`src/issue_unit_consts.svh`:
```
`ifndef ISSUE_UNIT_CONSTS_SVH
`define ISSUE_UNIT_CONSTS_SVH

// issue queue depth, also the credits dispatch starts with
`define IQ_SIZE 8

// micro-ops accepted from rename and dispatch per cycle
`define DISPATCH_WIDTH 4

// issue lanes, one ctb lane per issue lane
`define ISSUE_WIDTH 3

// physical register tag width
`define PRF_INDEX_SIZE 6

// op identifier carried through for tracking
`define ROB_TAG_SIZE 5

// cycles from an issue output to its ctb broadcast
`define EX_LATENCY 2

// credit count width, must hold the value IQ_SIZE
`define CREDIT_SIZE 4

`endif

```
`src/issue_unit_pkg.sv`:
```
`default_nettype none

`include "issue_unit_consts.svh"

package issue_unit_pkg;

  // integer ALU operations
  typedef enum logic [2:0] {
    op_add = 3'd0,
    op_sub = 3'd1,
    op_and = 3'd2,
    op_or  = 3'd3,
    op_xor = 3'd4,
    op_sll = 3'd5,
    op_srl = 3'd6,
    op_slt = 3'd7
  } op_e;

  // pending flags mark sources still waiting on a producer at dispatch
  typedef struct packed {
    logic                       valid;
    op_e                        op;
    logic [`ROB_TAG_SIZE-1:0]   rob_tag;
    logic                       rd_valid;
    logic [`PRF_INDEX_SIZE-1:0] rd_index;
    logic                       rs1_valid;
    logic                       rs1_pending;
    logic [`PRF_INDEX_SIZE-1:0] rs1_index;
    logic                       rs2_valid;
    logic                       rs2_pending;
    logic [`PRF_INDEX_SIZE-1:0] rs2_index;
  } micro_op_t;

  // one lane of the common tag bus
  typedef struct packed {
    logic                       valid;
    logic [`PRF_INDEX_SIZE-1:0] prf_index;
  } ctb_t;

endpackage

`default_nettype wire

```
`src/ctb_pipe.sv`:
```
`timescale 1ns/100ps
`default_nettype none

`include "issue_unit_consts.svh"

module ctb_pipe (
  input  logic                                          clock,
  input  logic                                          reset,
  input  issue_unit_pkg::micro_op_t [`ISSUE_WIDTH-1:0]  issue_uop,
  output issue_unit_pkg::ctb_t      [`ISSUE_WIDTH-1:0]  ctb,
  output issue_unit_pkg::micro_op_t [`ISSUE_WIDTH-1:0]  complete_uop
);

  // stands in for the execution units, fixed latency and always accepting
  issue_unit_pkg::micro_op_t [`EX_LATENCY-1:0][`ISSUE_WIDTH-1:0] stage;

  always_ff @(posedge clock) begin
    if (reset) begin
      for (int s = 0; s < `EX_LATENCY; s++) begin
        for (int k = 0; k < `ISSUE_WIDTH; k++) begin
          stage[s][k].valid <= 1'b0;
        end
      end
    end else begin
      stage[0] <= issue_uop;
      for (int s = 1; s < `EX_LATENCY; s++) begin
        stage[s] <= stage[s-1];
      end
    end
  end

  assign complete_uop = stage[`EX_LATENCY-1];

  // ops without a destination complete but broadcast nothing
  always_comb begin
    for (int k = 0; k < `ISSUE_WIDTH; k++) begin
      ctb[k].valid     = complete_uop[k].valid && complete_uop[k].rd_valid;
      ctb[k].prf_index = complete_uop[k].rd_index;
    end
  end

endmodule

`default_nettype wire

```
`src/issue_queue.sv`:
```
`timescale 1ns/100ps
`default_nettype none

`include "issue_unit_consts.svh"

module issue_queue (
  input  logic                                              clock,
  input  logic                                              reset,
  input  issue_unit_pkg::ctb_t      [`ISSUE_WIDTH-1:0]      ctb,
  input  issue_unit_pkg::micro_op_t [`DISPATCH_WIDTH-1:0]   dispatch_uop,
  output issue_unit_pkg::micro_op_t [`ISSUE_WIDTH-1:0]      issue_uop,
  output logic [`CREDIT_SIZE-1:0]                           credit_return
);

  logic [`IQ_SIZE-1:0] free;
  logic [`IQ_SIZE-1:0] ready;
  logic [`IQ_SIZE-1:0] load;
  logic [`IQ_SIZE-1:0] clear;
  issue_unit_pkg::micro_op_t [`IQ_SIZE-1:0] uop_to_slot;
  issue_unit_pkg::micro_op_t [`IQ_SIZE-1:0] slot_uop;
  issue_unit_pkg::micro_op_t [`ISSUE_WIDTH-1:0] issue_next;
  logic [`DISPATCH_WIDTH-1:0][`IQ_SIZE-1:0] gnt_bus_in;
  logic [`ISSUE_WIDTH-1:0][`IQ_SIZE-1:0] gnt_bus_out;
  logic dispatch_lost;
  logic [`CREDIT_SIZE-1:0] load_count;
  logic [`CREDIT_SIZE-1:0] issue_count;
  logic [`CREDIT_SIZE-1:0] occupancy;

  for (genvar j = 0; j < `IQ_SIZE; j++) begin : g_slot
    issue_slot slot (
      .clock  (clock),
      .reset  (reset),
      .load   (load[j]),
      .clear  (clear[j]),
      .ctb    (ctb),
      .uop_in (uop_to_slot[j]),
      .uop    (slot_uop[j]),
      .ready  (ready[j]),
      .free   (free[j])
    );
  end

  // lowest free slots first
  psel_gen #(
    .REQS   (`DISPATCH_WIDTH),
    .WIDTH  (`IQ_SIZE)
  ) input_selector (
    .req      (free),
    .gnt      (),
    .gnt_bus  (gnt_bus_in),
    .empty    ()
  );

  // the n-th valid lane goes to the n-th granted slot
  always_comb begin
    int rank;
    rank          = 0;
    load          = '0;
    uop_to_slot   = '0;
    dispatch_lost = 1'b0;
    load_count    = '0;
    for (int i = 0; i < `DISPATCH_WIDTH; i++) begin
      if (dispatch_uop[i].valid) begin
        if (gnt_bus_in[rank] == '0) begin
          dispatch_lost = 1'b1;
        end
        for (int j = 0; j < `IQ_SIZE; j++) begin
          if (gnt_bus_in[rank][j]) begin
            load[j]        = 1'b1;
            uop_to_slot[j] = dispatch_uop[i];
          end
        end
        rank       = rank + 1;
        load_count = load_count + 1'b1;
      end
    end
  end

  // lowest ready slots issue first, at most ISSUE_WIDTH per cycle
  psel_gen #(
    .REQS   (`ISSUE_WIDTH),
    .WIDTH  (`IQ_SIZE)
  ) output_selector (
    .req      (ready),
    .gnt      (clear),
    .gnt_bus  (gnt_bus_out),
    .empty    ()
  );

  always_comb begin
    issue_next  = '0;
    issue_count = '0;
    for (int k = 0; k < `ISSUE_WIDTH; k++) begin
      for (int j = 0; j < `IQ_SIZE; j++) begin
        if (gnt_bus_out[k][j]) begin
          issue_next[k] = slot_uop[j];
        end
      end
    end
    for (int j = 0; j < `IQ_SIZE; j++) begin
      issue_count = issue_count + {{(`CREDIT_SIZE-1){1'b0}}, clear[j]};
    end
  end

  always_ff @(posedge clock) begin
    if (reset) begin
      for (int k = 0; k < `ISSUE_WIDTH; k++) begin
        issue_uop[k].valid <= 1'b0;
      end
      credit_return <= '0;
      occupancy     <= '0;
    end else begin
      issue_uop     <= issue_next;
      // one credit back per slot freed this edge
      credit_return <= issue_count;
      occupancy     <= occupancy + load_count - issue_count;
    end
  end

  // dispatch must stay within its credits
  assert property (@(posedge clock) disable iff (reset) !dispatch_lost)
    else $error("issue_queue: valid dispatch lane found no free slot");

  assert property (@(posedge clock) disable iff (reset) occupancy <= `IQ_SIZE)
    else $error("issue_queue: occupancy %0d exceeds queue size", occupancy);

endmodule

`default_nettype wire

```
`src/issue_slot.sv`:
```
`timescale 1ns/100ps
`default_nettype none

`include "issue_unit_consts.svh"

module issue_slot (
  input  logic                                        clock,
  input  logic                                        reset,
  input  logic                                        load,
  input  logic                                        clear,
  input  issue_unit_pkg::ctb_t [`ISSUE_WIDTH-1:0]     ctb,
  input  issue_unit_pkg::micro_op_t                   uop_in,
  output issue_unit_pkg::micro_op_t                   uop,
  output logic                                        ready,
  output logic                                        free
);

  issue_unit_pkg::micro_op_t held_uop;
  logic occupied;
  logic rs1_ready;
  logic rs2_ready;
  logic rs1_ready_at_load;
  logic rs2_ready_at_load;

  // true when any valid ctb lane carries this tag
  function automatic logic tag_hit(input logic [`PRF_INDEX_SIZE-1:0] index);
    logic hit;
    hit = 1'b0;
    for (int i = 0; i < `ISSUE_WIDTH; i++) begin
      hit = hit | (ctb[i].valid && (ctb[i].prf_index == index));
    end
    return hit;
  endfunction

  // unused or already written sources start ready, as do same-cycle broadcasts
  assign rs1_ready_at_load = !uop_in.rs1_valid || !uop_in.rs1_pending ||
                             tag_hit(uop_in.rs1_index);
  assign rs2_ready_at_load = !uop_in.rs2_valid || !uop_in.rs2_pending ||
                             tag_hit(uop_in.rs2_index);

  always_ff @(posedge clock) begin
    if (reset || clear) begin
      occupied  <= 1'b0;
      rs1_ready <= 1'b0;
      rs2_ready <= 1'b0;
    end else if (load) begin
      occupied  <= 1'b1;
      rs1_ready <= rs1_ready_at_load;
      rs2_ready <= rs2_ready_at_load;
    end else begin
      // snoop the ctb while waiting
      rs1_ready <= rs1_ready || tag_hit(held_uop.rs1_index);
      rs2_ready <= rs2_ready || tag_hit(held_uop.rs2_index);
    end
  end

  always_ff @(posedge clock) begin
    if (load) begin
      held_uop <= uop_in;
    end
  end

  always_comb begin
    uop       = held_uop;
    uop.valid = occupied;
  end

  assign ready = occupied && rs1_ready && rs2_ready;
  assign free  = !occupied;

  // the input selector must only steer ops into empty slots
  assert property (@(posedge clock) disable iff (reset) load |-> !occupied)
    else $error("issue_slot: load while the slot is occupied");

endmodule

`default_nettype wire

```
`src/issue_unit.sv`:
```
`timescale 1ns/100ps
`default_nettype none

`include "issue_unit_consts.svh"

module issue_unit (
  input  logic                                              clock,
  input  logic                                              reset,
  input  issue_unit_pkg::micro_op_t [`DISPATCH_WIDTH-1:0]   dispatch_uop,
  output issue_unit_pkg::micro_op_t [`ISSUE_WIDTH-1:0]      issue_uop,
  output logic [`CREDIT_SIZE-1:0]                           credit_return,
  output issue_unit_pkg::micro_op_t [`ISSUE_WIDTH-1:0]      complete_uop
);

  // wakeup tags fed back from execution into every slot
  issue_unit_pkg::ctb_t [`ISSUE_WIDTH-1:0] ctb;

  issue_queue i_issue_queue (
    .clock          (clock),
    .reset          (reset),
    .ctb            (ctb),
    .dispatch_uop   (dispatch_uop),
    .issue_uop      (issue_uop),
    .credit_return  (credit_return)
  );

  ctb_pipe i_ctb_pipe (
    .clock          (clock),
    .reset          (reset),
    .issue_uop      (issue_uop),
    .ctb            (ctb),
    .complete_uop   (complete_uop)
  );

endmodule

`default_nettype wire

```
`src/psel_gen.sv`:
```
`timescale 1ns/100ps
`default_nettype none

module psel_gen #(
  parameter int REQS  = 2,
  parameter int WIDTH = 8
) (
  input  logic [WIDTH-1:0]            req,
  output logic [WIDTH-1:0]            gnt,
  output logic [REQS-1:0][WIDTH-1:0]  gnt_bus,
  output logic                        empty
);

  logic overlap;

  // grant k takes the lowest request left after grants 0 to k-1
  always_comb begin
    logic [WIDTH-1:0] remaining;
    remaining = req;
    gnt = '0;
    for (int k = 0; k < REQS; k++) begin
      // isolate the lowest set bit
      gnt_bus[k] = remaining & (~remaining + 1'b1);
      remaining  = remaining & ~gnt_bus[k];
      gnt        = gnt | gnt_bus[k];
    end
  end

  assign empty = ~|req;

  // pairwise check of the grant rows
  always_comb begin
    overlap = 1'b0;
    for (int i = 0; i < REQS; i++) begin
      for (int j = i + 1; j < REQS; j++) begin
        overlap = overlap | (|(gnt_bus[i] & gnt_bus[j]));
      end
    end
  end

  // no two grant rows may select the same requester
  always_comb begin
    assert (!overlap) else $error("psel_gen: two grants select the same requester");
  end

endmodule

`default_nettype wire

```
`config.mk`:
```
export PLATFORM = sky130hd
export DESIGN_NAME = issue_unit
export DESIGN_NICKNAME = d
export VERILOG_FILES = /design/src/issue_unit_pkg.sv /design/src/ctb_pipe.sv /design/src/issue_queue.sv /design/src/issue_slot.sv /design/src/issue_unit.sv /design/src/psel_gen.sv
export VERILOG_INCLUDE_DIRS = /design/src
export SDC_FILE = /design/constraint.sdc
export NUM_CORES = 2
export LEC_CHECK = 0
export BUFFER_PORTS_ARGS = -buffer_cell sky130_fd_sc_hd__buf_2
export CORE_AREA = 3 3 260 517
export DETAILED_ROUTE_END_ITERATION = 8
export DIE_AREA = 0 0 263 520
export RECOVER_POWER = 25
export SLEW_MARGIN = 10
export SYNTH_ARGS = -nofsm -noshare
export SYNTH_HDL_FRONTEND = slang
export SYNTH_HIERARCHICAL = 1
export SYNTH_SLANG_ARGS = --single-unit
```
`constraint.sdc`:
```
create_clock -name clock -period 6.15 [get_ports clock]
set_input_delay 1.845 -clock clock [delete_from_list [all_inputs] [get_ports clock]]
set_output_delay 1.845 -clock clock [all_outputs]
set_load 0.01 [all_outputs]
```
# == Word level (Yosys, flattened, before mapping) ==
# Cells that the tools add are included.
# word_totals
ff_bits,564
input_bits,130
word_cells,744
# op_classes
addsub,16
bitwise_logic,90
mux,124
n_eq_ne,96
reduce_logical,211
order_cmp,3
# op_table
operator,count
two-way mux 32 bit,54
two-way mux 255 bit,4
== test 6 bit,96
two-way mux 31 bit,4
logical AND 1 bit,115
AND 8 bit,12
inverter 8 bit,12
two-way mux 8 bit,10
less-than comparator 32 x 4 -> 1 bit (second input constant),2
OR 1 bit,64
adder 8 x 1 -> 8 bit (second input constant),7
logical OR 1 bit,56
two-way mux 1 bit,49
binary-select mux 8 bit (select 2 bit),3
zero test 1 bit,40
adder 32 x 2 -> 32 bit (second input constant),1
adder 4 x 1 -> 4 bit,6
OR 8 bit,2
less-than comparator 1 x 3 -> 1 bit (second input constant),1
adder 1 x 1 -> 2 bit,1
adder 1 x 1 -> 2 bit (second input constant),1

# == Logic depth before layout (Yosys ltp) ==
# logic_depth
ltp_word,34
depth_mapped,19
ltp_nobuf,16

# == Modules after synthesis ==
# Netlist, hierarchy kept.
# modules_own_cells
module,instances,seq_area_each_um2,cells_each,area_per_inst_um2
issue_queue,1,2932.8,2550,18645.4
issue_slot,8,991.0,145,1870.5
ctb_pipe,1,5705.5,316,6621.4
psel_gen at i_issue_queue.input_selector,1,0.0,122,780.7
psel_gen at i_issue_queue.output_selector,1,0.0,96,633.1

# == Least setup slack after synthesis ==
# OpenSTA, ideal clock, no wires.
# synth_timing
kind,input to register
from,in reset
to,reg i_ctb_pipe.stage (netlist bit i_ctb_pipe/complete_uop[0]) (enable)
setup_time_ns,0.537
cell_stages,1
setup_slack_ns,0.182
required_time_ns,5.613
arrival_time_ns,5.431
cell_sequence,inv_1
# synth_rtl
element,line,source
"start, declared",issue_unit.sv:8,"input logic reset,"
"end signal, assigned by index",ctb_pipe.sv:27,stage[s] <= stage[s-1];
"end, declared",ctb_pipe.sv:15,issue_unit_pkg::micro_op_t [`EX_LATENCY-1:0][`ISSUE_WIDTH-1:0] stage;
# No word-level cell between the ends.

==> impl_metrics.env <==
export IMPL_tightest_slew_ns=3.30
export IMPL_fin_nets=4351
export IMPL_numCtsBuffers=48
export IMPL_stdcell_area_mm2=0.0457
export IMPL_cts_root_buf="clkbuf_16"
export IMPL_dp_cells=5872
export IMPL_rr_worst_depth=13
export IMPL_critPathLaunchType="primary input"
export IMPL_die_x_um=263
export IMPL_antenna_found_initial=39
export IMPL_grt_max_degree=130
export IMPL_die_area_mm2=0.137
export IMPL_cts_sinks=564
export IMPL_cp_endpoint="i_issue_queue/g_slot[2].slot/rs2_ready"
export IMPL_cts_setup_buffers=0
export IMPL_syn_area_mm2=0.0416
export IMPL_slew_limit_headroom_pct=-121
export IMPL_grt_overflow_total=0
export IMPL_ir_drop_mv=0.194
export IMPL_routedWlPerCell_um=28.7
export IMPL_vias=35700
export IMPL_slowest_delay_ns=0.62
export IMPL_grt_pass1_wl_um=246000
export IMPL_power_mw=12.6
export IMPL_drive_above_1_share_pct=19.5
export IMPL_dp_hpwl_um=125000
export IMPL_cts_max_level=2
export IMPL_ctsResizeCount=0
export IMPL_portBuffers=325
export IMPL_finalMaxSlewViolations=50
export IMPL_leakage_nw=15.1
export IMPL_initial_core_util_pct=31.7
export IMPL_cp_end_kind="flop"
export IMPL_crit_chain="buf_2, inv_1, ha_1, nand2b_1, buf_4, o22ai_4, buf_4, nand2_1, o21ai_0, mux2_2, xnor2_1, nand4_1, nor4_1, nor4_1, nor4_1"
export IMPL_first_pass_iters=9
export IMPL_rsz0062_at_grt="false"
export IMPL_maxCapViolations=1
export IMPL_routed_wl_um=171000
export IMPL_rows=188
export IMPL_yosys_warnings=6
export IMPL_hold_viol=0
export IMPL_cpMostUsedCell="nor4_1"
export IMPL_power_density_mw_per_mm2=275
export IMPL_timing_rr_start="i_issue_queue/g_slot[2].slot/occupied"
export IMPL_skew_ns=0.0450
export IMPL_crit_path_max_fanout=25
export IMPL_holdCritPathClass="flop to flop"
export IMPL_avgSynthCellArea_um2=9.83
export IMPL_crit_required_ns=6.68
export IMPL_hold_buffers=0
export IMPL_nFillCells=13200
export IMPL_fmax_ghz=0.193
export IMPL_clk_pin_slew_ns=0.07
export IMPL_arrival_ns=5.72
export IMPL_coreArea_mm2=0.131
export IMPL_crit_type="primary input to flop"
export IMPL_cts_buffer_depth=3
export IMPL_run_status="finished with violations"
export IMPL_ant_nets=0
export IMPL_period_share_pct=84.4
export IMPL_drc=0
export IMPL_area_growth_pct=9.88
export IMPL_die_h_um=520
export IMPL_grtUsageTotal_pct=23.9
export IMPL_rrSetupSlack_ns=1.18
export IMPL_synth_cells=4230
export IMPL_period_minus_slack_ns=5.19
export IMPL_cp_slowest_cell="o22ai_4"
export IMPL_place_area_mm2=0.0440
export IMPL_setup_tns_ns=0
export IMPL_rr_endpoint="i_issue_queue/g_slot[3].slot/rs1_ready"
export IMPL_violations="capacitance limit, slew limit"
export IMPL_setup_violations_final=0
export IMPL_via_per_inst=5.97
export IMPL_crit_start="dispatch_uop[31]"
export IMPL_cts_tree="built"
export IMPL_insertion_delay_ns=0.64
export IMPL_final_cells=5979
export IMPL_drt_initial_drc_count=4378
export IMPL_ios=326
export IMPL_grt_pass1_vias=34300
export IMPL_place_gp_congestion=0.982
## registers in the layout, summed over array words and instances (netlist names)
name,count
i_issue_queue/credit_return,4
i_ctb_pipe/stage,96
i_issue_queue/issue_uop,96
i_issue_queue/g_slot.slot/uop,248
i_issue_queue/g_slot.slot/rs2_ready,8
i_ctb_pipe/complete_uop,96
i_issue_queue/g_slot.slot/occupied,8
i_issue_queue/g_slot.slot/rs1_ready,8
## report_power, final
group / leakage, nW / switching, mW / internal (mW)
combinational: 8.93 / 2.27 / 1.41
clock: 0.810 / 1.49 / 1.77
sequential: 5.40 / 0.674 / 4.95
## layout make-up
cell class | instances | area, µm² | area share (%)
antenna | 17 | 42.5 | 0.0931
clock buffer | 60 | 1330 | 2.91
clock inverter | 30 | 329 | 0.720
inverter | 61 | 239 | 0.523
multi-input combinational | 3071 | 22300 | 48.8
sequential | 564 | 16600 | 36.3
tap | 1710 | 2140 | 4.68
timing repair buffer | 466 | 2720 | 5.96
## worst max-delay path: cells and delay by family
kind / cells / cell delay (ns)
muxes: 1 / 0.29
adders and majority gates: 1 / 0.45
and+or+nand+nor: 6 / 1.25
buffers and inverters: 4 / 1.01
AOI/OAI and AO/OA: 2 / 0.72
xor gates and xnor gates: 1 / 0.14
## metal layers
metal,GRT usage [%],vias up,part of all wire [%]
met3,4.71,747,8.3
met2,39.3,2275,46
met5,0,-,0.16
met1,28.4,17000,38
li1,-,15600,-
met4,15.4,46,7.6
## cells in the final DEF, fill, tap and decap left out, drive strengths merged, types with 15 or more instances in the layout
master and count:
nand2 376, nor2 50, xnor2 293, o21ai 267
nor3 28, a21oi 221, a22o 15, dfxtp 37
inv 67, and2 43, mux2 259, xor2 293
nand4 96, buf 465, clkbuf 61, a22oi 256
o41ai 16, a221oi 188, nand3 18, clkinv 16
mux2i 25, o31ai 184, edfxtp 527, nor4 116
diode 17, nor2b 203
## stage by stage
| stage | worst slack (ns) | utilization, % | hold WS, ns |
|---|---|---|---|
| after detailed placement | 0.430 | 33.5 | 0.405 |
| after CTS | 1.08 | 34.8 | 0.408 |
| after global placement | 0.502 | 33.5 | 0.400 |
| after floorplan | 0.182 | - | 0.400 |
| after global routing | 0.807 | 34.8 | 0.419 |
| final | 0.962 | 34.8 | 0.412 |
## worst min-delay path by stage
stage	slack, ns	cells after the start	endpoint	startpoint
after global routing	0.42	0	i_ctb_pipe/complete_uop[34]	i_ctb_pipe/stage[34]
after global placement	0.40	0	i_ctb_pipe/complete_uop[76]	i_ctb_pipe/stage[76]
after floorplan	0.40	0	i_ctb_pipe/complete_uop[0]	i_ctb_pipe/stage[0]
after CTS	0.41	0	i_ctb_pipe/complete_uop[4]	i_ctb_pipe/stage[4]
after detailed placement	0.40	0	i_ctb_pipe/complete_uop[51]	i_ctb_pipe/stage[51]
final	0.41	0	i_ctb_pipe/complete_uop[4]	i_ctb_pipe/stage[4]
Power figures use the tool's default switching activity.
